$ cat config.mk
export PLATFORM = sky130hd
export DESIGN_NAME = pit8253
export DESIGN_NICKNAME = d
export VERILOG_FILES = /design/src/pit_pkg.sv /design/src/pit_ctrl_if.sv /design/src/pit_down_counter.sv /design/src/pit_bus_decode.sv /design/src/pit_counter_unit.sv /design/src/pit8253.sv
export VERILOG_INCLUDE_DIRS = /design/src
export SDC_FILE = /design/constraint.sdc
export NUM_CORES = 1
export LEC_CHECK = 0
export BUFFER_PORTS_ARGS = -buffer_cell sky130_fd_sc_hd__buf_4
export CORE_MARGIN = 2
export CORE_UTILIZATION = 40
export DETAILED_ROUTE_END_ITERATION = 8
export SETUP_SLACK_MARGIN = 0.4
export SLEW_MARGIN = 20
export SYNTH_ARGS = -nofsm -noshare
export SYNTH_HDL_FRONTEND = slang
export SYNTH_HIERARCHICAL = 1
export SYNTH_SLANG_ARGS = --single-unit
$ cat constraint.sdc
create_clock -name clk -period 5.2 [get_ports clk]
set_input_delay 0.26 -clock clk [delete_from_list [all_inputs] [get_ports clk]]
set_output_delay 0.26 -clock clk [all_outputs]
set_load 0.005 [all_outputs]
$ cat src/pit_macros.svh
`ifndef PIT_MACROS_SVH
`define PIT_MACROS_SVH

// three counters, as on the 8253
`define PIT_NUM_COUNTERS 3

// host bus is one byte wide
`define PIT_DATA_W 8

// full count element, two bytes
`define PIT_COUNT_W 16

`endif

$ cat src/pit_pkg.sv
package pit_pkg;

	typedef enum logic [1:0] {
		rl_latch = 2'b00, // counter latch command
		rl_lsb   = 2'b01,
		rl_msb   = 2'b10,
		rl_both  = 2'b11  // lsb first, then msb
	} rl_e;

	typedef enum logic [2:0] {
		m0 = 3'd0, // interrupt on terminal count
		m1 = 3'd1, // unsupported one-shot
		m2 = 3'd2, // rate generator
		m3 = 3'd3, // square wave
		m4 = 3'd4, // software strobe
		m5 = 3'd5  // unsupported hardware strobe
	} mode_e;

	typedef struct packed {
		logic [1:0] sel;
		rl_e        rl;
		logic [2:0] mode; // raw code, 6 and 7 still unfolded
		logic       bcd;
	} mode_word_s;

	typedef struct packed {
		logic [1:0] sel;
		logic [1:0] zero; // 00 marks a latch command
		logic [3:0] unused;
	} latch_word_s;

	// one control byte seen both ways
	typedef union packed {
		mode_word_s  mw;
		latch_word_s lw;
	} cw_u;

endpackage

$ cat src/pit_ctrl_if.sv
`timescale 1ns/1ns
`include "pit_macros.svh"

interface pit_ctrl_if;

	logic [5:0]             cw;     // control byte without select
	logic                   cw_set; // mode-set pulse
	logic                   latch;  // latch command pulse
	logic [`PIT_DATA_W-1:0] data;   // host write byte
	logic                   wr_en;
	logic                   rd_en;
	logic [`PIT_DATA_W-1:0] q;      // byte from the last read

	modport dec (
		output cw,
		output cw_set,
		output latch,
		output data,
		output wr_en,
		output rd_en,
		input  q
	);

	modport cnt (
		input  cw,
		input  cw_set,
		input  latch,
		input  data,
		input  wr_en,
		input  rd_en,
		output q
	);

endinterface

$ cat src/pit_down_counter.sv
`timescale 1ns/1ns
`include "pit_macros.svh"

module pit_down_counter (
	input  logic                    clk,
	input  logic                    rst_n,
	input  logic                    en,
	input  logic                    load,
	input  logic                    bcd,
	input  logic                    half_step, // square wave counts by two
	input  logic                    out_state,
	input  logic [`PIT_COUNT_W-1:0] d,
	output logic [`PIT_COUNT_W-1:0] q
);

	logic [1:0]              step;
	logic [`PIT_COUNT_W-1:0] next_bin;
	logic [`PIT_COUNT_W-1:0] next_bcd;

	// digit-wise subtract with borrow, wraps 0000 to 9999
	function automatic logic [`PIT_COUNT_W-1:0] bcd_sub(input logic [`PIT_COUNT_W-1:0] v,
		input logic [1:0] s);
		logic [`PIT_COUNT_W-1:0] r;
		logic [4:0]              dig;
		logic [1:0]              sub;
		sub = s;
		for (int i = 0; i < `PIT_COUNT_W / 4; i++) begin
			dig = {1'b0, v[i*4 +: 4]} - {3'b000, sub};
			if (dig[4]) begin
				dig = dig + 5'd10;
				sub = 2'd1;
			end else begin
				sub = 2'd0;
			end
			r[i*4 +: 4] = dig[3:0];
		end
		return r;
	endfunction

	function automatic logic bcd_valid(input logic [`PIT_COUNT_W-1:0] v);
		logic ok;
		ok = 1'b1;
		for (int i = 0; i < `PIT_COUNT_W / 4; i++) begin
			if (v[i*4 +: 4] > 4'd9) ok = 1'b0;
		end
		return ok;
	endfunction

	// odd counts take one extra or one fewer depending on the out half
	always_comb begin
		if (!half_step) step = 2'd1;
		else if (!q[0]) step = 2'd2;
		else if (out_state) step = 2'd1;
		else step = 2'd3;
	end

	assign next_bin = q - {{(`PIT_COUNT_W-2){1'b0}}, step};
	assign next_bcd = bcd_sub(q, step);

	always_ff @(posedge clk or negedge rst_n) begin
		if (!rst_n) begin
			q <= '0;
		end else if (load) begin
			q <= d;
		end else if (en) begin
			q <= bcd ? next_bcd : next_bin;
		end
	end

	a_bcd_digits: assert property (@(posedge clk) disable iff (!rst_n)
		bcd && (load ? bcd_valid(d) : (en && bcd_valid(q))) |=> bcd_valid(q))
		else $error("bcd digit above nine");

endmodule

$ cat src/pit_bus_decode.sv
`timescale 1ns/1ns
`include "pit_macros.svh"

module pit_bus_decode (
	input  logic                   clk,
	input  logic                   rst_n,
	input  logic                   ce,
	input  logic [1:0]             a,
	input  logic                   wr,
	input  logic                   rd,
	input  logic [`PIT_DATA_W-1:0] din,
	output logic [`PIT_DATA_W-1:0] dout,
	pit_ctrl_if.dec                ctl0,
	pit_ctrl_if.dec                ctl1,
	pit_ctrl_if.dec                ctl2
);

	pit_pkg::cw_u cw_in;
	logic         wr_acc;
	logic         rd_acc;
	logic         is_latch;
	logic [2:0]   sel_oh; // counter hit by a control write
	logic [1:0]   rd_sel; // counter read last

	assign cw_in    = din;
	assign wr_acc   = ce & wr;
	assign rd_acc   = ce & rd;
	assign is_latch = (cw_in.lw.zero == 2'b00);

	always_comb begin
		sel_oh = 3'b000;
		if (wr_acc && a == 2'd3 && cw_in.mw.sel != 2'd3) begin // select 3 ignored
			sel_oh[cw_in.mw.sel] = 1'b1;
		end
	end

	assign ctl0.cw     = din[5:0];
	assign ctl0.data   = din;
	assign ctl0.cw_set = sel_oh[0] & ~is_latch;
	assign ctl0.latch  = sel_oh[0] & is_latch;
	assign ctl0.wr_en  = wr_acc & (a == 2'd0);
	assign ctl0.rd_en  = rd_acc & (a == 2'd0);

	assign ctl1.cw     = din[5:0];
	assign ctl1.data   = din;
	assign ctl1.cw_set = sel_oh[1] & ~is_latch;
	assign ctl1.latch  = sel_oh[1] & is_latch;
	assign ctl1.wr_en  = wr_acc & (a == 2'd1);
	assign ctl1.rd_en  = rd_acc & (a == 2'd1);

	assign ctl2.cw     = din[5:0];
	assign ctl2.data   = din;
	assign ctl2.cw_set = sel_oh[2] & ~is_latch;
	assign ctl2.latch  = sel_oh[2] & is_latch;
	assign ctl2.wr_en  = wr_acc & (a == 2'd2);
	assign ctl2.rd_en  = rd_acc & (a == 2'd2);

	always_ff @(posedge clk or negedge rst_n) begin
		if (!rst_n) begin
			rd_sel <= 2'd3; // nothing read yet
		end else if (rd_acc) begin
			rd_sel <= a;
		end
	end

	// each unit holds its read byte, so dout stays put between reads
	always_comb begin
		case (rd_sel)
			2'd0:    dout = ctl0.q;
			2'd1:    dout = ctl1.q;
			2'd2:    dout = ctl2.q;
			default: dout = '0;
		endcase
	end

	a_one_cmd: assert property (@(posedge clk) disable iff (!rst_n)
		$onehot0({ctl0.cw_set | ctl0.latch, ctl1.cw_set | ctl1.latch, ctl2.cw_set | ctl2.latch}))
		else $error("control word reached more than one counter");

endmodule

$ cat src/pit_counter_unit.sv
`timescale 1ns/1ns
`include "pit_macros.svh"

module pit_counter_unit (
	input  logic    clk,
	input  logic    rst_n,
	input  logic    tce,
	input  logic    gate,
	output logic    out,
	pit_ctrl_if.cnt ctl
);

	pit_pkg::cw_u             cw_in;
	pit_pkg::mode_e           new_mode;
	pit_pkg::mode_e           mode;
	pit_pkg::rl_e             rl;
	logic                     bcd;
	logic [`PIT_COUNT_W-1:0]  count_reg; // initial count, used for reloads
	logic [`PIT_DATA_W-1:0]   lsb_stage;
	logic                     load_msb;  // two-byte load half done
	logic                     pending;   // count written, waiting for tce
	logic                     running;
	logic                     out_reg;
	logic [`PIT_COUNT_W-1:0]  latch_val;
	logic                     latched;
	logic                     rd_msb;
	logic [`PIT_DATA_W-1:0]   q_reg;
	logic [`PIT_COUNT_W-1:0]  cnt_q;
	logic [`PIT_COUNT_W-1:0]  cur_val;
	logic [`PIT_COUNT_W-1:0]  rd_src;
	logic                     mode_ok;
	logic                     step_ok;
	logic                     take;
	logic                     reload;
	logic                     tc;

	assign cw_in = {2'b00, ctl.cw};
	// codes 6 and 7 fold onto modes 2 and 3
	assign new_mode = pit_pkg::mode_e'((cw_in.mw.mode[2:1] == 2'b11) ?
		{1'b0, cw_in.mw.mode[1:0]} : cw_in.mw.mode);

	assign mode_ok = (mode != pit_pkg::m1) && (mode != pit_pkg::m5);
	assign step_ok = tce & gate & running & ~pending & ~load_msb;
	assign take    = tce & pending & ~load_msb; // new count enters, no decrement
	assign reload  = step_ok & (((mode == pit_pkg::m2) && (cnt_q == 16'd1)) ||
		((mode == pit_pkg::m3) && (cnt_q == 16'd2)));
	assign tc      = step_ok & ((mode == pit_pkg::m0) || (mode == pit_pkg::m4)) &
		(cnt_q == 16'd1);

	// count not yet in the counter still reads back as written
	assign cur_val = pending ? count_reg : cnt_q;
	assign rd_src  = latched ? latch_val : cur_val;

	pit_down_counter i_dc (
		.clk       (clk),
		.rst_n     (rst_n),
		.en        (step_ok & ~reload),
		.load      (take | reload),
		.bcd       (bcd),
		.half_step (mode == pit_pkg::m3),
		.out_state (out_reg),
		.d         (count_reg),
		.q         (cnt_q)
	);

	always_ff @(posedge clk) begin
		if (ctl.wr_en) begin
			case (rl)
				pit_pkg::rl_lsb: count_reg <= {{`PIT_DATA_W{1'b0}}, ctl.data};
				pit_pkg::rl_msb: count_reg <= {ctl.data, {`PIT_DATA_W{1'b0}}};
				pit_pkg::rl_both: begin
					if (load_msb) begin
						count_reg <= {ctl.data, lsb_stage};
					end else begin
						lsb_stage <= ctl.data;
					end
				end
				default: ; // unprogrammed
			endcase
		end
		if (ctl.latch && !latched) begin
			latch_val <= cur_val; // a second latch is ignored until read
		end
	end

	always_ff @(posedge clk or negedge rst_n) begin
		if (!rst_n) begin
			mode     <= pit_pkg::m0;
			rl       <= pit_pkg::rl_latch;
			bcd      <= 1'b0;
			load_msb <= 1'b0;
			pending  <= 1'b0;
			running  <= 1'b0;
			out_reg  <= 1'b1;
			latched  <= 1'b0;
			rd_msb   <= 1'b0;
			q_reg    <= '0;
		end else begin
			if (take) begin
				pending <= 1'b0;
				running <= mode_ok;
			end

			case (mode)
				pit_pkg::m0: if (tc) out_reg <= 1'b1;
				pit_pkg::m2: begin
					if (reload) out_reg <= 1'b0;
					else if (tce) out_reg <= 1'b1;
				end
				pit_pkg::m3: if (reload) out_reg <= ~out_reg;
				pit_pkg::m4: begin
					if (tc) out_reg <= 1'b0;
					else if (tce) out_reg <= 1'b1; // strobe lasts one tce
				end
				default: out_reg <= 1'b1;
			endcase
			if (tc) begin
				running <= 1'b0; // one-shot modes stop at zero
			end

			if (ctl.wr_en) begin
				case (rl)
					pit_pkg::rl_lsb, pit_pkg::rl_msb: pending <= 1'b1;
					pit_pkg::rl_both: begin
						load_msb <= ~load_msb;
						if (load_msb) pending <= 1'b1;
					end
					default: ;
				endcase
				if (mode == pit_pkg::m0 && rl != pit_pkg::rl_latch) begin
					out_reg <= 1'b0; // new count rearms mode 0
				end
			end

			if (ctl.latch) begin
				latched <= 1'b1;
			end

			if (ctl.rd_en) begin
				case (rl)
					pit_pkg::rl_lsb: begin
						q_reg   <= rd_src[7:0];
						latched <= 1'b0;
					end
					pit_pkg::rl_msb: begin
						q_reg   <= rd_src[15:8];
						latched <= 1'b0;
					end
					pit_pkg::rl_both: begin
						rd_msb <= ~rd_msb;
						if (rd_msb) begin
							q_reg   <= rd_src[15:8];
							latched <= 1'b0; // released after the msb
						end else begin
							q_reg <= rd_src[7:0];
						end
					end
					default: q_reg <= '0;
				endcase
			end

			// mode set wins over everything above
			if (ctl.cw_set) begin
				mode     <= new_mode;
				rl       <= cw_in.mw.rl;
				bcd      <= cw_in.mw.bcd;
				load_msb <= 1'b0;
				pending  <= 1'b0;
				running  <= 1'b0;
				latched  <= 1'b0;
				rd_msb   <= 1'b0;
				out_reg  <= (new_mode != pit_pkg::m0);
			end
		end
	end

	assign ctl.q = q_reg;
	assign out   = out_reg;

	a_no_reload_half: assert property (@(posedge clk) disable iff (!rst_n)
		load_msb |=> $stable(cnt_q))
		else $error("count changed during a two-byte load");

endmodule

$ cat src/pit8253.sv
`timescale 1ns/1ns
`include "pit_macros.svh"

module pit8253 (
	input  logic                         clk,
	input  logic                         rst_n,
	input  logic                         ce,   // bus clock enable
	input  logic                         tce,  // timer clock enable
	input  logic [1:0]                   a,
	input  logic                         wr,
	input  logic                         rd,
	input  logic [`PIT_DATA_W-1:0]       din,
	output logic [`PIT_DATA_W-1:0]       dout,
	input  logic [`PIT_NUM_COUNTERS-1:0] gate,
	output logic [`PIT_NUM_COUNTERS-1:0] out
);

	pit_ctrl_if ctl0 ();
	pit_ctrl_if ctl1 ();
	pit_ctrl_if ctl2 ();

	pit_bus_decode i_dec (
		.clk   (clk),
		.rst_n (rst_n),
		.ce    (ce),
		.a     (a),
		.wr    (wr),
		.rd    (rd),
		.din   (din),
		.dout  (dout),
		.ctl0  (ctl0.dec),
		.ctl1  (ctl1.dec),
		.ctl2  (ctl2.dec)
	);

	pit_counter_unit i_cnt0 (
		.clk   (clk),
		.rst_n (rst_n),
		.tce   (tce),
		.gate  (gate[0]),
		.out   (out[0]),
		.ctl   (ctl0.cnt)
	);

	pit_counter_unit i_cnt1 (
		.clk   (clk),
		.rst_n (rst_n),
		.tce   (tce),
		.gate  (gate[1]),
		.out   (out[1]),
		.ctl   (ctl1.cnt)
	);

	pit_counter_unit i_cnt2 (
		.clk   (clk),
		.rst_n (rst_n),
		.tce   (tce),
		.gate  (gate[2]),
		.out   (out[2]),
		.ctl   (ctl2.cnt)
	);

endmodule

==> impl_metrics.prom, run 1 <==
# TYPE chip_impl_metric gauge
chip_impl_metric{name="drc_errors",unit=""} 0
chip_impl_metric{name="remaining_global_route_overflow",unit=""} 0
chip_impl_metric{name="wl_per_cell",unit="um"} 19.5
chip_impl_metric{name="fin_setup_tns",unit="ps"} 0
chip_impl_metric{name="layout-area-overhead-vs-synth",unit="%"} 8.92
chip_impl_info{name="path_common_cell",value="sky130_fd_sc_hd__ha_1"} 1
chip_impl_metric{name="pin_count_of_the_biggest_net_entering_global_routing",unit=""} 67
chip_impl_metric{name="worst_slew_pin_slew",unit="ps"} 928
chip_impl_metric{name="cts_max_level",unit=""} 1
chip_impl_metric{name="power_leakage",unit="nW"} 5.91
chip_impl_info{name="cts_tree",value="done"} 1
chip_impl_metric{name="number_of_global_route_vias_before_repair",unit=""} 10100
chip_impl_metric{name="clkSinkCount",unit=""} 230
chip_impl_metric{name="placement.cell_area",unit="um2"} 14700
chip_impl_metric{name="timing.final.hold_violations",unit=""} 0
chip_impl_metric{name="finalNetCount",unit=""} 1435
chip_impl_metric{name="final_max_slew_viol_count",unit=""} 0
chip_impl_info{name="end_kind",value="flip-flop"} 1
chip_impl_metric{name="detailedRoute.firstPassIterationCount",unit=""} 5
chip_impl_metric{name="syn-num-nets",unit=""} 1480
chip_impl_metric{name="yosysWarnings",unit=""} 6
chip_impl_metric{name="detail_route.vias_per_cell",unit=""} 5.65
chip_impl_metric{name="clock.fmax",unit="GHz"} 0.223
chip_impl_metric{name="yosys.cell_types.count",unit=""} 77
chip_impl_metric{name="grt_util_all_layers",unit="%"} 18.8
chip_impl_metric{name="proportion_of_layout_cells_with_a_drive_suffix_above_1",unit="%"} 18.5
chip_impl_metric{name="crit_required",unit="ps"} 5590
chip_impl_metric{name="max_slew_margin",unit="%"} 37.9
chip_impl_metric{name="gp_congestion",unit=""} 0.863
chip_impl_metric{name="cellInternalPower",unit="mW"} 4.79
chip_impl_metric{name="wire_length_of_the_first_global_routing_pass",unit="mm"} 57.7
chip_impl_metric{name="antenna_violations_before_repair",unit=""} 1
chip_impl_metric{name="critPathMaxFanout",unit=""} 5
chip_impl_metric{name="power_frac_comb",unit="%"} 34.5
chip_impl_metric{name="horiz_die_dim",unit="um"} 194
chip_impl_metric{name="finalInstanceArea",unit="um2"} 15800
chip_impl_metric{name="drt_first_iter_violations",unit=""} 682
chip_impl_metric{name="timing.final.crit_period",unit="ps"} 4490
chip_impl_metric{name="die_h",unit="um"} 194
chip_impl_info{name="critical_path.startpoint_type",value="flip-flop"} 1
chip_impl_metric{name="effective_utilization_at_floorplan",unit="%"} 40.7
chip_impl_info{name="slowest_stage",value="sky130_fd_sc_hd__fa_2"} 1
chip_impl_metric{name="crit_path_max_incr_delay",unit="ps"} 400
chip_impl_metric{name="synth_edf_count",unit=""} 120
chip_impl_metric{name="timing.clock.skew",unit="ps"} 18.9
chip_impl_metric{name="ctsLongestPathBuffers",unit=""} 3
chip_impl_metric{name="numPortBuffers",unit=""} 29
chip_impl_metric{name="powerDensity",unit="nW/um2"} 480
chip_impl_metric{name="cts-buffers-inserted",unit=""} 27
chip_impl_metric{name="mappedNetlistArea",unit="um2"} 14500
chip_impl_metric{name="route.final.wire_length",unit="mm"} 36.0
chip_impl_metric{name="clock_insertion_delay_worst_skew",unit="ps"} 550
chip_impl_info{name="grt_setup_unrepaired",value="true"} 1
chip_impl_info{name="final_common_cell",value="sky130_fd_sc_hd__edfxtp_1"} 1
chip_impl_info{name="run_status",value="finished, final reports clean"} 1
chip_impl_metric{name="pre_cts_slack",unit="ps"} 152
chip_impl_metric{name="worst_setup_hold_path_clk_slew",unit="ps"} 60
chip_impl_metric{name="worst-path-buf-inv",unit=""} 3
chip_impl_metric{name="floorplan.io_pins",unit=""} 30
chip_impl_info{name="clock_tree.root_cell",value="sky130_fd_sc_hd__clkbuf_16"} 1
chip_impl_metric{name="setup_viol_count_final",unit=""} 0
chip_impl_info{name="top_reg_cell_synth",value="sky130_fd_sc_hd__edfxtp_1"} 1
chip_impl_metric{name="seq_power_share",unit="%"} 39.6
chip_impl_metric{name="fp.coreArea",unit="um2"} 35600
chip_impl_metric{name="power.net_switching",unit="mW"} 2.77
chip_impl_metric{name="worst_ir_drop_vdd",unit="uV"} 250
chip_impl_metric{name="nFillCells",unit=""} 3351
chip_impl_info{name="cp_top_family",value="adder cells"} 1
chip_impl_info{name="hold_path_class",value="in -> reg"} 1
chip_impl_metric{name="rows",unit=""} 69
chip_impl_metric{name="postLayoutSetupSlackWorst",unit="ps"} 708
chip_impl_metric{name="power.clock.fraction",unit="%"} 25.9
chip_impl_metric{name="netSwitchingFraction",unit="%"} 36.6
chip_impl_info{name="critical_setup_path_kind",value="reg -> reg"} 1
chip_impl_metric{name="count_of_mapped_cells_out_of_synthesis",unit=""} 1410
chip_impl_metric{name="timing.critical_path.arrival",unit="ps"} 4880
chip_impl_metric{name="maxCapViolations",unit=""} 0
chip_impl_info{name="critical_path.cell_chain",value="nor2b_2 > nand2_1 > inv_1 > or2_2 > fa_2 > nor3_1 > ha_1 > ha_2 > inv_1 > nor3_4 > ha_1 > ha_2 > and2_4 > ha_1 > inv_1 > o21ai_0 > nand2b_1 > ha_1 > o21ai_0 > a31oi_1 > o21ai_0 > o311ai_0"} 1
chip_impl_metric{name="synth-seq-cells",unit=""} 230
chip_impl_metric{name="detailed_place_hpwl",unit="mm"} 24.6
chip_impl_metric{name="synth.avg_cell_area",unit="um2"} 10.3
chip_impl_metric{name="synth_seq_area_share",unit="%"} 44.0
chip_impl_metric{name="design.die.area",unit="um2"} 37700
chip_impl_metric{name="vias",unit=""} 10400
chip_impl_info{name="layout_common_cells",value="sky130_fd_sc_hd__edfxtp_1 (120), sky130_fd_sc_hd__dfrtp_1 (105), sky130_fd_sc_hd__nor2_1 (94)"} 1
chip_impl_metric{name="n_antenna_cell",unit=""} 0
chip_impl_metric{name="final_min_period_over_clock_period",unit="%"} 86.4
chip_impl_metric{name="antenna_violating_nets_post_route",unit=""} 0
chip_impl_metric{name="ys_async_sr_fraction",unit="%"} 47.8
-- routing by layer --
metal / vias up / GRT usage (%) / wire, um / part of all wire, %
met5: - / 0 / 0 / 0
met4: 0 / 4.77 / 838 / 2.3
met3: 47 / 2.14 / 1470 / 4.1
met2: 255 / 30.5 / 16900 / 47
met1: 5122 / 26.7 / 16700 / 46
li1: 5019 / - / - / -
-- power by group through the flow --
stage / Combinational, mW / Clock [mW] / Sequential (mW)
after floorplan: 2.23 / 0 / 2.65
after global placement: 2.49 / 0 / 2.99
after detailed placement: 2.53 / 0 / 3.00
after CTS: 2.56 / 2.01 / 2.98
after global routing: 2.90 / 2.08 / 3.07
final: 2.61 / 1.96 / 3.00
-- through the flow --
stage / std cells / util [%] / total power [mW] / hold slack [ps]
6_report: 1847 / 44.3 / 7.56 / 48.4
2_1_floorplan: 1410 / - / 4.87 / -35.6
5_1_grt: 1847 / 44.3 / 8.05 / 36.6
3_5_place_dp: 1793 / 41.3 / 5.54 / 473
3_3_place_gp: 1793 / 41.3 / 5.48 / 469
4_1_cts: 1844 / 44.0 / 7.54 / 26.3
-- layout make-up --
type                            instances  area [um2]  area share [%]
Multi-Input combinational cell        969        7190            45.6
Sequential cell                       230        6360            40.4
Clock buffer                           35         736            4.67
Tap cell                              461         577            3.66
Timing Repair Buffer                   51         389            2.47
Inverter                               86         323            2.05
Clock inverter                         15         181            1.15
-- cells in the mapped netlist, types with 15 or more instances --
| master | instances | share of area, % |
|---|---|---|
| sky130_fd_sc_hd__ha_1 | 48 | 4.2 |
| sky130_fd_sc_hd__buf_4 | 45 | 2.3 |
| sky130_fd_sc_hd__nor2_1 | 97 | 2.5 |
| sky130_fd_sc_hd__o21ai_0 | 58 | 2.0 |
| sky130_fd_sc_hd__mux2_2 | 83 | 6.5 |
| sky130_fd_sc_hd__nor3_1 | 39 | 1.3 |
| sky130_fd_sc_hd__dfrtp_1 | 105 | 18 |
| sky130_fd_sc_hd__o211ai_1 | 40 | 2.1 |
| sky130_fd_sc_hd__buf_2 | 15 | 0.52 |
| sky130_fd_sc_hd__mux2i_1 | 26 | 1.8 |
| sky130_fd_sc_hd__nand2_1 | 81 | 2.1 |
| sky130_fd_sc_hd__nor2b_1 | 42 | 1.8 |
| sky130_fd_sc_hd__a21boi_0 | 27 | 1.4 |
| sky130_fd_sc_hd__edfxtp_1 | 120 | 25 |
| sky130_fd_sc_hd__nor3b_1 | 21 | 1.1 |
| sky130_fd_sc_hd__a21oi_1 | 46 | 1.6 |
| sky130_fd_sc_hd__inv_1 | 85 | 2.2 |
| sky130_fd_sc_hd__xnor2_1 | 32 | 1.9 |
| sky130_fd_sc_hd__o22ai_1 | 32 | 1.4 |
| sky130_fd_sc_hd__a22o_1 | 26 | 1.6 |
| sky130_fd_sc_hd__nand2b_1 | 54 | 2.3 |
| sky130_fd_sc_hd__clkbuf_1 | 56 | 1.5 |
-- repair_timing --
action / in CTS / in global routing
pin swaps: 0 / 2
resized for setup: 6 / 21
endpoints found under the hold margin: 63 / 0
buffers inserted: 0 / 3
setup endpoints to repair: 5 / 7
hold buffers: 1 / 0
-- worst paths after layout --
kind | startpoint | slack, ps | depth (start not counted) | endpoint
worst max-delay path | i_cnt2/mode[1] | 710 | 22 | i_cnt2/i_dc/q[14]
worst min-delay path | a[0] | 50 | 2 | i_dec/rd_sel[0]
worst max register to register | i_cnt2/mode[1] | 710 | 22 | i_cnt2/i_dc/q[14]
worst min register to register | i_cnt2/count_reg[0] | 480 | 2 | i_cnt2/i_dc/q[0]
max in group asynchronous | rst_n | 3760 | 3 | i_cnt1/running
min in group asynchronous | rst_n | 340 | 2 | i_cnt2/i_dc/q[11]
-- worst reg2reg max path, cell delays in order (launching register included) --
cell,delay [ps]
sky130_fd_sc_hd__dfrtp_1,390
sky130_fd_sc_hd__nor2b_2,170
sky130_fd_sc_hd__nand2_1,80
sky130_fd_sc_hd__inv_1,80
sky130_fd_sc_hd__or2_2,310
sky130_fd_sc_hd__fa_2,400
sky130_fd_sc_hd__nor3_1,210
sky130_fd_sc_hd__ha_1,230
sky130_fd_sc_hd__ha_2,230
sky130_fd_sc_hd__inv_1,100
sky130_fd_sc_hd__nor3_4,220
sky130_fd_sc_hd__ha_1,210
sky130_fd_sc_hd__ha_2,240
sky130_fd_sc_hd__and2_4,170
sky130_fd_sc_hd__ha_1,180
sky130_fd_sc_hd__inv_1,60
sky130_fd_sc_hd__o21ai_0,210
sky130_fd_sc_hd__nand2b_1,90
sky130_fd_sc_hd__ha_1,280
sky130_fd_sc_hd__o21ai_0,140
sky130_fd_sc_hd__a31oi_1,90
sky130_fd_sc_hd__o21ai_0,100
sky130_fd_sc_hd__o311ai_0,150
-- cells by family (layout without fill, tap and decap cells) --
family	Yosys count	count (layout)	synth area share, %
compound gates	330	330	16.0
xor+xnor	46	46	2.78
fa+ha+maj	51	51	4.57
mux	109	109	8.26
buf+inv	211	187	7.19
simple gates	433	433	17.3
flops	230	230	44.0
(Power assumes the default switching activity.)
==> run 2: changes to the inputs <==
--- a/config.mk
+++ b/config.mk
@@ -14,5 +14,4 @@
 export SLEW_MARGIN = 20
 export SYNTH_ARGS = -nofsm -noshare
 export SYNTH_HDL_FRONTEND = slang
-export SYNTH_HIERARCHICAL = 1
 export SYNTH_SLANG_ARGS = --single-unit
==> run 2 against run 1 <==
- cell area decreased by 4.7%
- synthesized area decreased by 6.3%
- first-iteration DRC count increased by 34%
- critical endpoint is now i_cnt2.i_dc.q[14]
==> impl_metrics.prom, run 2 <==
# TYPE chip_impl_metric gauge
chip_impl_metric{name="drc_errors",unit=""} 0
chip_impl_metric{name="timing.clock.skew",unit="ps"} 32.0
chip_impl_metric{name="max_slew_margin",unit="%"} 30.4
chip_impl_info{name="cts_tree",value="done"} 1
chip_impl_metric{name="power_leakage",unit="nW"} 5.66
chip_impl_metric{name="synth-seq-cells",unit=""} 230
chip_impl_metric{name="pin_count_of_the_biggest_net_entering_global_routing",unit=""} 67
chip_impl_metric{name="count_of_mapped_cells_out_of_synthesis",unit=""} 1366
chip_impl_metric{name="synth_edf_count",unit=""} 120
chip_impl_metric{name="syn-num-nets",unit=""} 1436
chip_impl_metric{name="wire_length_of_the_first_global_routing_pass",unit="mm"} 56.7
chip_impl_metric{name="worst_ir_drop_vdd",unit="uV"} 249
chip_impl_metric{name="synth_simple_gate_area_share",unit="%"} 18.5
chip_impl_metric{name="detail_route.vias_per_cell",unit=""} 5.67
chip_impl_metric{name="cts-buffers-inserted",unit=""} 26
chip_impl_metric{name="grt_util_all_layers",unit="%"} 20.1
chip_impl_info{name="synth_most_common_cell",value="sky130_fd_sc_hd__nand2_1"} 1
chip_impl_metric{name="vias",unit=""} 10300
chip_impl_info{name="timing.hold.worst.start",value="a[1]"} 1
chip_impl_metric{name="route.final.wire_length",unit="mm"} 35.3
chip_impl_metric{name="design.die.area",unit="um2"} 35400
chip_impl_metric{name="crit_required",unit="ps"} 5620
chip_impl_info{name="worstReg2RegEnd",value="i_cnt2.i_dc.q[14]"} 1
chip_impl_info{name="run_status",value="finished, final reports clean"} 1
chip_impl_metric{name="ys_async_sr_fraction",unit="%"} 47.8
chip_impl_metric{name="numPortBuffers",unit=""} 29
chip_impl_info{name="timing.hold.worst_endpoint",value="i_dec.rd_sel[1]"} 1
chip_impl_metric{name="maxCapViolations",unit=""} 0
chip_impl_metric{name="remaining_global_route_overflow",unit=""} 0
chip_impl_metric{name="timing.final.crit_period",unit="ps"} 4510
chip_impl_metric{name="antenna_violations_before_repair",unit=""} 0
chip_impl_metric{name="worst_setup_hold_path_clk_slew",unit="ps"} 60
chip_impl_info{name="reg2reg_from",value="i_cnt2.mode[2]"} 1
chip_impl_metric{name="drt_first_iter_violations",unit=""} 916
chip_impl_metric{name="yosys.area_share.xor_xnor",unit="%"} 3.49
chip_impl_metric{name="cts_max_level",unit=""} 1
chip_impl_metric{name="setup_viol_count_final",unit=""} 0
chip_impl_metric{name="finalInstanceArea",unit="um2"} 15000
chip_impl_metric{name="clock.fmax",unit="GHz"} 0.222
chip_impl_metric{name="timing.critical_path.arrival",unit="ps"} 4930
chip_impl_metric{name="synth_area_in_compound_gates",unit="%"} 17.6
chip_impl_metric{name="synth_seq_area_share",unit="%"} 46.9
chip_impl_metric{name="yosys.cell_types.count",unit=""} 80
chip_impl_metric{name="floorplan.io_pins",unit=""} 30
chip_impl_metric{name="yosysTopAreaCellShare",unit="%"} 26.6
chip_impl_info{name="synth_commonest_cells",value="sky130_fd_sc_hd__nand2_1 (140), sky130_fd_sc_hd__edfxtp_1 (120), sky130_fd_sc_hd__dfrtp_1 (105)"} 1
chip_impl_metric{name="final_min_period_over_clock_period",unit="%"} 86.8
chip_impl_metric{name="mux_share_of_post_synthesis_cell_area",unit="%"} 4.35
chip_impl_metric{name="ctsLongestPathBuffers",unit=""} 3
chip_impl_info{name="grt_setup_unrepaired",value="true"} 1
chip_impl_metric{name="r2r_slack",unit="ps"} 690
chip_impl_metric{name="n_antenna_cell",unit=""} 0
chip_impl_metric{name="clkSinkCount",unit=""} 230
chip_impl_metric{name="worst_slew_pin_slew",unit="ps"} 1040
chip_impl_metric{name="number_of_global_route_vias_before_repair",unit=""} 9975
chip_impl_info{name="hold_path_class",value="in -> reg"} 1
chip_impl_info{name="worstSetupStartpoint",value="i_cnt2.mode[2]"} 1
chip_impl_metric{name="yosysWarnings",unit=""} 0
chip_impl_metric{name="effective_utilization_at_floorplan",unit="%"} 40.5
chip_impl_metric{name="powerDensity",unit="nW/um2"} 481
chip_impl_info{name="critical_setup_path_kind",value="reg -> reg"} 1
chip_impl_info{name="critical_path.startpoint_type",value="flip-flop"} 1
chip_impl_metric{name="antenna_violating_nets_post_route",unit=""} 0
chip_impl_info{name="top_reg_cell_synth",value="sky130_fd_sc_hd__edfxtp_1"} 1
chip_impl_info{name="end_kind",value="flip-flop"} 1
chip_impl_info{name="synth_top_family_by_area",value="simple AND/OR/NAND/NOR gates"} 1
chip_impl_metric{name="postLayoutCoreUtil",unit="%"} 44.9
chip_impl_metric{name="horiz_die_dim",unit="um"} 188
chip_impl_info{name="clock_tree.root_cell",value="sky130_fd_sc_hd__clkbuf_16"} 1
chip_impl_metric{name="proportion_of_layout_cells_with_a_drive_suffix_above_1",unit="%"} 12.7
chip_impl_metric{name="rows",unit=""} 67
chip_impl_metric{name="clock_insertion_delay_worst_skew",unit="ps"} 550
chip_impl_metric{name="mappedNetlistArea",unit="um2"} 13600
chip_impl_info{name="final_common_cell",value="sky130_fd_sc_hd__nand2_1"} 1
chip_impl_metric{name="synthAdderAreaFrac",unit="%"} 4.87
chip_impl_metric{name="min_path_cells",unit=""} 2
chip_impl_metric{name="total_power",unit="mW"} 7.23
chip_impl_info{name="layout_common_cells",value="sky130_fd_sc_hd__nand2_1 (140), sky130_fd_sc_hd__edfxtp_1 (120), sky130_fd_sc_hd__dfrtp_1 (102)"} 1
chip_impl_metric{name="die_h",unit="um"} 188
chip_impl_metric{name="detailed_place_hpwl",unit="mm"} 24.7
chip_impl_metric{name="gp_congestion",unit=""} 0.874
chip_impl_metric{name="timing.final.hold_violations",unit=""} 0
chip_impl_metric{name="wl_per_cell",unit="um"} 19.5
chip_impl_info{name="post_synth_main_area_contributors",value="sky130_fd_sc_hd__edfxtp_1 (27%), sky130_fd_sc_hd__dfrtp_1 (19%), sky130_fd_sc_hd__ha_1 (4.4%)"} 1
chip_impl_metric{name="worstRegToRegCells",unit=""} 21
chip_impl_metric{name="fin_setup_tns",unit="ps"} 0
chip_impl_metric{name="final_max_slew_viol_count",unit=""} 0
chip_impl_metric{name="finalNetCount",unit=""} 1416
chip_impl_metric{name="critPathMaxFanout",unit=""} 6
chip_impl_metric{name="placement.cell_area",unit="um2"} 14100
chip_impl_metric{name="detailedRoute.firstPassIterationCount",unit=""} 5
chip_impl_metric{name="fp.coreArea",unit="um2"} 33400
chip_impl_metric{name="synth.avg_cell_area",unit="um2"} 9.93
chip_impl_info{name="synthDominantAreaCellType",value="sky130_fd_sc_hd__edfxtp_1"} 1
chip_impl_metric{name="layout-area-overhead-vs-synth",unit="%"} 10.7
## run 2: cell count changes in the layout (fill, tap and decap cells not counted), sizes merged, moves of 19 or more
cell,delta
nand2,+59
nor2b,+20
o21ai,+26
a21boi,-26
o221ai,+19
inv,-39
mux2,-44
o31ai,+25
o22ai,-25
## run 2: stage by stage
step | hold slack [ps] | cells | setup WS (ps)
after detailed placement | 366 | 1763 | 218
final | 43.3 | 1814 | 687
after floorplan | -35.6 | 1366 | 604
after global placement | 360 | 1763 | 377
after CTS | 24.0 | 1812 | 435
after global routing | 19.6 | 1814 | 340
## run 2: cells by family (layout without fill, tap and decap cells)
group,after synthesis,in the layout
AND/OR/NAND/NOR,492,492
AO/OA/AOI/OAI,341,341
flip-flops,230,230
buffers and inverters,144,144
XOR/XNOR,54,54
multiplexers,54,54
adder cells (fa/ha/maj),51,51
## run 2: final cells by class
class / instances / area (um2)
clock inverter: 13 / 98.8
tap: 448 / 561
sequential: 230 / 6370
inverter: 49 / 184
timing repair buffer: 47 / 355
clock buffer: 35 / 724
multi-input combinational: 992 / 6730
fill: 3135 / 18400
## run 2: metal layers
layer / GRT usage, % / routed length (um)
met1: 27.6 / 16200
met2: 34.2 / 17100
met3: 1.80 / 1240
met4: 5.21 / 762
met5: 0 / 0
## run 2: report_power, final
part | internal, mW | switching [mW] | total, mW
combinational | 1.12 | 1.40 | 2.52
clock | 1.02 | 0.761 | 1.79
sequential | 2.32 | 0.607 | 2.92
## run 2: critical path, cell delays in order, from the launching register on
cell	delay [ps]
sky130_fd_sc_hd__dfrtp_1	450
sky130_fd_sc_hd__nor2b_4	180
sky130_fd_sc_hd__nand2_1	100
sky130_fd_sc_hd__a21o_1	210
sky130_fd_sc_hd__fa_2	400
sky130_fd_sc_hd__nor3_4	200
sky130_fd_sc_hd__ha_1	200
sky130_fd_sc_hd__ha_2	230
sky130_fd_sc_hd__and2_1	180
sky130_fd_sc_hd__ha_1	180
sky130_fd_sc_hd__ha_2	230
sky130_fd_sc_hd__nor3b_4	260
sky130_fd_sc_hd__ha_4	200
sky130_fd_sc_hd__inv_1	40
sky130_fd_sc_hd__o21ai_0	160
sky130_fd_sc_hd__nand2_1	80
sky130_fd_sc_hd__ha_1	310
sky130_fd_sc_hd__o211ai_1	160
sky130_fd_sc_hd__o21ai_0	110
sky130_fd_sc_hd__a21oi_1	180
sky130_fd_sc_hd__a2111oi_1	70
sky130_fd_sc_hd__a221o_1	280
## run 2: worst max-delay path by stage
stage	endpoint	slack, ps	cells past startpoint
after detailed placement	i_cnt2.i_dc.q[14]	220	21
after global routing	i_cnt2.i_dc.q[14]	340	21
after floorplan	i_cnt2.i_dc.q[14]	600	21
final	i_cnt2.i_dc.q[14]	690	21
after CTS	i_cnt0.i_dc.q[14]	440	20
after global placement	i_cnt2.i_dc.q[14]	380	21
## run 2: timing repair
item                       4_1_cts  5_1_grt
gates resized for setup          4       18
setup buffers                    0        2
pin swaps                        0        1
hold endpoints to repair        42        0
cloned                           0        0
hold buffers                     1        0
setup endpoints to repair        1        7
==> run 3: changes to the inputs <==
--- a/config.mk
+++ b/config.mk
@@ -10,6 +10,7 @@
 export CORE_MARGIN = 2
 export CORE_UTILIZATION = 40
 export DETAILED_ROUTE_END_ITERATION = 8
+export HOLD_SLACK_MARGIN = 0.08
 export SETUP_SLACK_MARGIN = 0.4
 export SLEW_MARGIN = 20
 export SYNTH_ARGS = -nofsm -noshare
==> run 3 against run 2 <==
- die area stayed put
- largest cell class unchanged
- fmax hardly changed
- sequential share of layout area down 0.20 points
- first-iteration DRC count shrank 14%
- worst hold slack better by 49 ps
- worst setup slack improved by 4.5 ps
- register-to-register slack hardly changed
- cell count is 0.39% higher
- critical path depth unchanged
- cell area up 0.47%
==> impl_metrics.prom, run 3 (synthesized netlist as in run 2, its figures left out) <==
# TYPE chip_impl_metric gauge
chip_impl_metric{name="timing.critical_path.arrival",unit="ps"} 4930
chip_impl_metric{name="design.die.area",unit="um2"} 35400
chip_impl_metric{name="grt_util_all_layers",unit="%"} 20.1
chip_impl_metric{name="wl_per_cell",unit="um"} 19.4
chip_impl_metric{name="power_leakage",unit="nW"} 5.69
chip_impl_metric{name="fin_setup_tns",unit="ps"} 0
chip_impl_metric{name="postLayoutSetupSlackWorst",unit="ps"} 692
chip_impl_metric{name="seq_power_share",unit="%"} 40.4
chip_impl_metric{name="wire_length_of_the_first_global_routing_pass",unit="mm"} 56.7
chip_impl_metric{name="number_of_global_route_vias_before_repair",unit=""} 10000
chip_impl_metric{name="pin_count_of_the_biggest_net_entering_global_routing",unit=""} 67
chip_impl_metric{name="postLayoutCoreUtil",unit="%"} 45.1
chip_impl_metric{name="drt_first_iter_violations",unit=""} 790
chip_impl_metric{name="power.clock.fraction",unit="%"} 24.7
chip_impl_info{name="hold_path_class",value="in -> reg"} 1
chip_impl_metric{name="worst_setup_hold_path_clk_slew",unit="ps"} 60
chip_impl_metric{name="gp_congestion",unit=""} 0.874
chip_impl_metric{name="clock_insertion_delay_worst_skew",unit="ps"} 550
chip_impl_metric{name="placement.cell_area",unit="um2"} 14100
chip_impl_metric{name="powerDensity",unit="nW/um2"} 480
chip_impl_metric{name="cellInternalPower",unit="mW"} 4.47
chip_impl_metric{name="cts-buffers-inserted",unit=""} 26
chip_impl_info{name="worstReg2RegEnd",value="i_cnt2.i_dc.q[14]"} 1
chip_impl_metric{name="n_antenna_cell",unit=""} 0
chip_impl_info{name="worstSetupStartpoint",value="i_cnt2.mode[2]"} 1
chip_impl_metric{name="remaining_global_route_overflow",unit=""} 0
chip_impl_metric{name="horiz_die_dim",unit="um"} 188
chip_impl_metric{name="power.net_switching",unit="mW"} 2.77
chip_impl_metric{name="max_slew_margin",unit="%"} 32.1
chip_impl_info{name="layout_common_cells",value="sky130_fd_sc_hd__nand2_1 (140), sky130_fd_sc_hd__edfxtp_1 (120), sky130_fd_sc_hd__dfrtp_1 (102)"} 1
chip_impl_info{name="critical_setup_path_kind",value="reg -> reg"} 1
chip_impl_metric{name="ctsLongestPathBuffers",unit=""} 3
chip_impl_metric{name="timing.final.hold_violations",unit=""} 0
chip_impl_info{name="final_common_cell",value="sky130_fd_sc_hd__nand2_1"} 1
chip_impl_metric{name="worst_ir_drop_vdd",unit="uV"} 249
chip_impl_info{name="grt_setup_unrepaired",value="true"} 1
chip_impl_metric{name="proportion_of_layout_cells_with_a_drive_suffix_above_1",unit="%"} 12.6
chip_impl_metric{name="crit_required",unit="ps"} 5620
chip_impl_metric{name="die_h",unit="um"} 188
chip_impl_metric{name="fp.coreArea",unit="um2"} 33400
chip_impl_metric{name="effective_utilization_at_floorplan",unit="%"} 40.5
chip_impl_metric{name="timing.final.crit_period",unit="ps"} 4510
chip_impl_metric{name="final_min_period_over_clock_period",unit="%"} 86.7
chip_impl_metric{name="route.final.wire_length",unit="mm"} 35.4
chip_impl_metric{name="power_frac_comb",unit="%"} 34.9
chip_impl_info{name="run_status",value="finished, final reports clean"} 1
chip_impl_metric{name="detailed_place_hpwl",unit="mm"} 24.7
chip_impl_metric{name="maxCapViolations",unit=""} 0
chip_impl_info{name="worstSetupEndpoint",value="i_cnt2.i_dc.q[14]"} 1
chip_impl_metric{name="timing.clock.skew",unit="ps"} 27.9
chip_impl_metric{name="clock.fmax",unit="GHz"} 0.222
chip_impl_metric{name="worstRegToRegCells",unit=""} 21
chip_impl_metric{name="finalInstanceArea",unit="um2"} 15100
chip_impl_metric{name="netSwitchingFraction",unit="%"} 38.2
chip_impl_metric{name="vias",unit=""} 10300
chip_impl_metric{name="critPathMaxFanout",unit=""} 6
chip_impl_metric{name="numPortBuffers",unit=""} 29
chip_impl_metric{name="dp.cells",unit=""} 1763
chip_impl_info{name="reg2reg_from",value="i_cnt2.mode[2]"} 1
chip_impl_metric{name="stdcell_count",unit=""} 1821
chip_impl_metric{name="layout-area-overhead-vs-synth",unit="%"} 11.2
chip_impl_metric{name="pre_cts_slack",unit="ps"} 218
chip_impl_metric{name="detail_route.vias_per_cell",unit=""} 5.67
chip_impl_metric{name="finalNetCount",unit=""} 1423
chip_impl_metric{name="r2r_slack",unit="ps"} 690
chip_impl_metric{name="antenna_violations_before_repair",unit=""} 0
chip_impl_metric{name="clkSinkCount",unit=""} 230
chip_impl_info{name="clock_tree.root_cell",value="sky130_fd_sc_hd__clkbuf_16"} 1
chip_impl_metric{name="final_max_slew_viol_count",unit=""} 0
chip_impl_metric{name="antenna_violating_nets_post_route",unit=""} 0
chip_impl_metric{name="floorplan.io_pins",unit=""} 30
chip_impl_info{name="cts_tree",value="done"} 1
chip_impl_info{name="end_kind",value="flip-flop"} 1
chip_impl_metric{name="worst_slew_pin_slew",unit="ps"} 1010
chip_impl_metric{name="detailedRoute.firstPassIterationCount",unit=""} 5
chip_impl_metric{name="drc_errors",unit=""} 0
chip_impl_info{name="timing.hold.worst.start",value="din[1]"} 1
chip_impl_metric{name="setup_viol_count_final",unit=""} 0
chip_impl_metric{name="cts_max_level",unit=""} 1
chip_impl_info{name="critical_path.startpoint_type",value="flip-flop"} 1
chip_impl_metric{name="rows",unit=""} 67
[run 3: cell count changes in the layout (fill, tap and decap cells not counted), sizes merged]
| cell | before | now |
|---|---|---|
| dlygate4sd3 | 1 | 8 |
[run 3: through the flow]
step | total power, mW | hold slack (ps)
finish | 7.23 | 92.0
global route | 7.73 | 82.3
global placement | 5.34 | 360
detailed placement | 5.40 | 366
floorplan | 4.67 | -35.6
CTS | 7.21 | 80.1
[run 3: worst max-delay path, cell delays in order, from the launching register on]
cell and delay (ps):
sky130_fd_sc_hd__dfrtp_1 450, sky130_fd_sc_hd__nor2b_4 170, sky130_fd_sc_hd__nand2_1 100, sky130_fd_sc_hd__a21o_1 210, sky130_fd_sc_hd__fa_2 400, sky130_fd_sc_hd__nor3_4 210, sky130_fd_sc_hd__ha_1 200, sky130_fd_sc_hd__ha_2 230
sky130_fd_sc_hd__and2_1 180, sky130_fd_sc_hd__ha_1 190, sky130_fd_sc_hd__ha_2 230, sky130_fd_sc_hd__nor3b_4 260, sky130_fd_sc_hd__ha_4 200, sky130_fd_sc_hd__inv_1 40, sky130_fd_sc_hd__o21ai_0 170, sky130_fd_sc_hd__nand2_1 80
sky130_fd_sc_hd__ha_1 300, sky130_fd_sc_hd__o211ai_1 150, sky130_fd_sc_hd__o21ai_0 110, sky130_fd_sc_hd__a21oi_1 180, sky130_fd_sc_hd__a2111oi_1 70, sky130_fd_sc_hd__a221o_1 280
[run 3: final cells by class]
class / count / area [um2]
clock buffer: 35 / 724
clock inverter: 13 / 98.8
fill: 3129 / 18400
inverter: 49 / 184
multi-input combinational: 992 / 6730
sequential: 230 / 6370
tap: 448 / 561
timing repair buffer: 54 / 425
[run 3: repair_timing]
| action | CTS | global route |
|---|---|---|
| pin swaps | 0 | 1 |
| endpoints found under the setup margin | 1 | 7 |
| cloned | 0 | 0 |
| hold endpoints to repair | 54 | 0 |
| resized for setup | 4 | 18 |
| hold buffers | 8 | 0 |
| setup buffers | 0 | 2 |
[run 3: power groups by stage]
stage / Sequential, mW / Combinational (mW) / Clock (mW)
finish: 2.93 / 2.52 / 1.79
floorplan: 2.55 / 2.12 / 0
CTS: 2.90 / 2.49 / 1.82
detailed placement: 2.93 / 2.46 / 0
global placement: 2.92 / 2.42 / 0
global route: 2.99 / 2.84 / 1.90
[run 3: worst min path at each step]
| stage | slack, ps | cells after the start | endpoint |
|---|---|---|---|
| final | 90 | 1 | i_cnt1.lsb_stage[1] |
| after global routing | 80 | 1 | i_cnt1.lsb_stage[1] |
| after CTS | 80 | 1 | i_cnt1.lsb_stage[1] |
| after detailed placement | 370 | 1 | i_cnt2.i_dc.q[9] |
| after global placement | 360 | 1 | i_cnt0.running |
| after floorplan | -40 | 0 | i_cnt0.bcd |
[run 3: routing by layer]
metal	GRT usage (%)	wire length, um	up-vias
met4	5.21	786	0
met5	0	0	-
li1	-	-	4950
met1	27.6	16200	5076
met2	34.2	17300	245
met3	1.82	1180	53
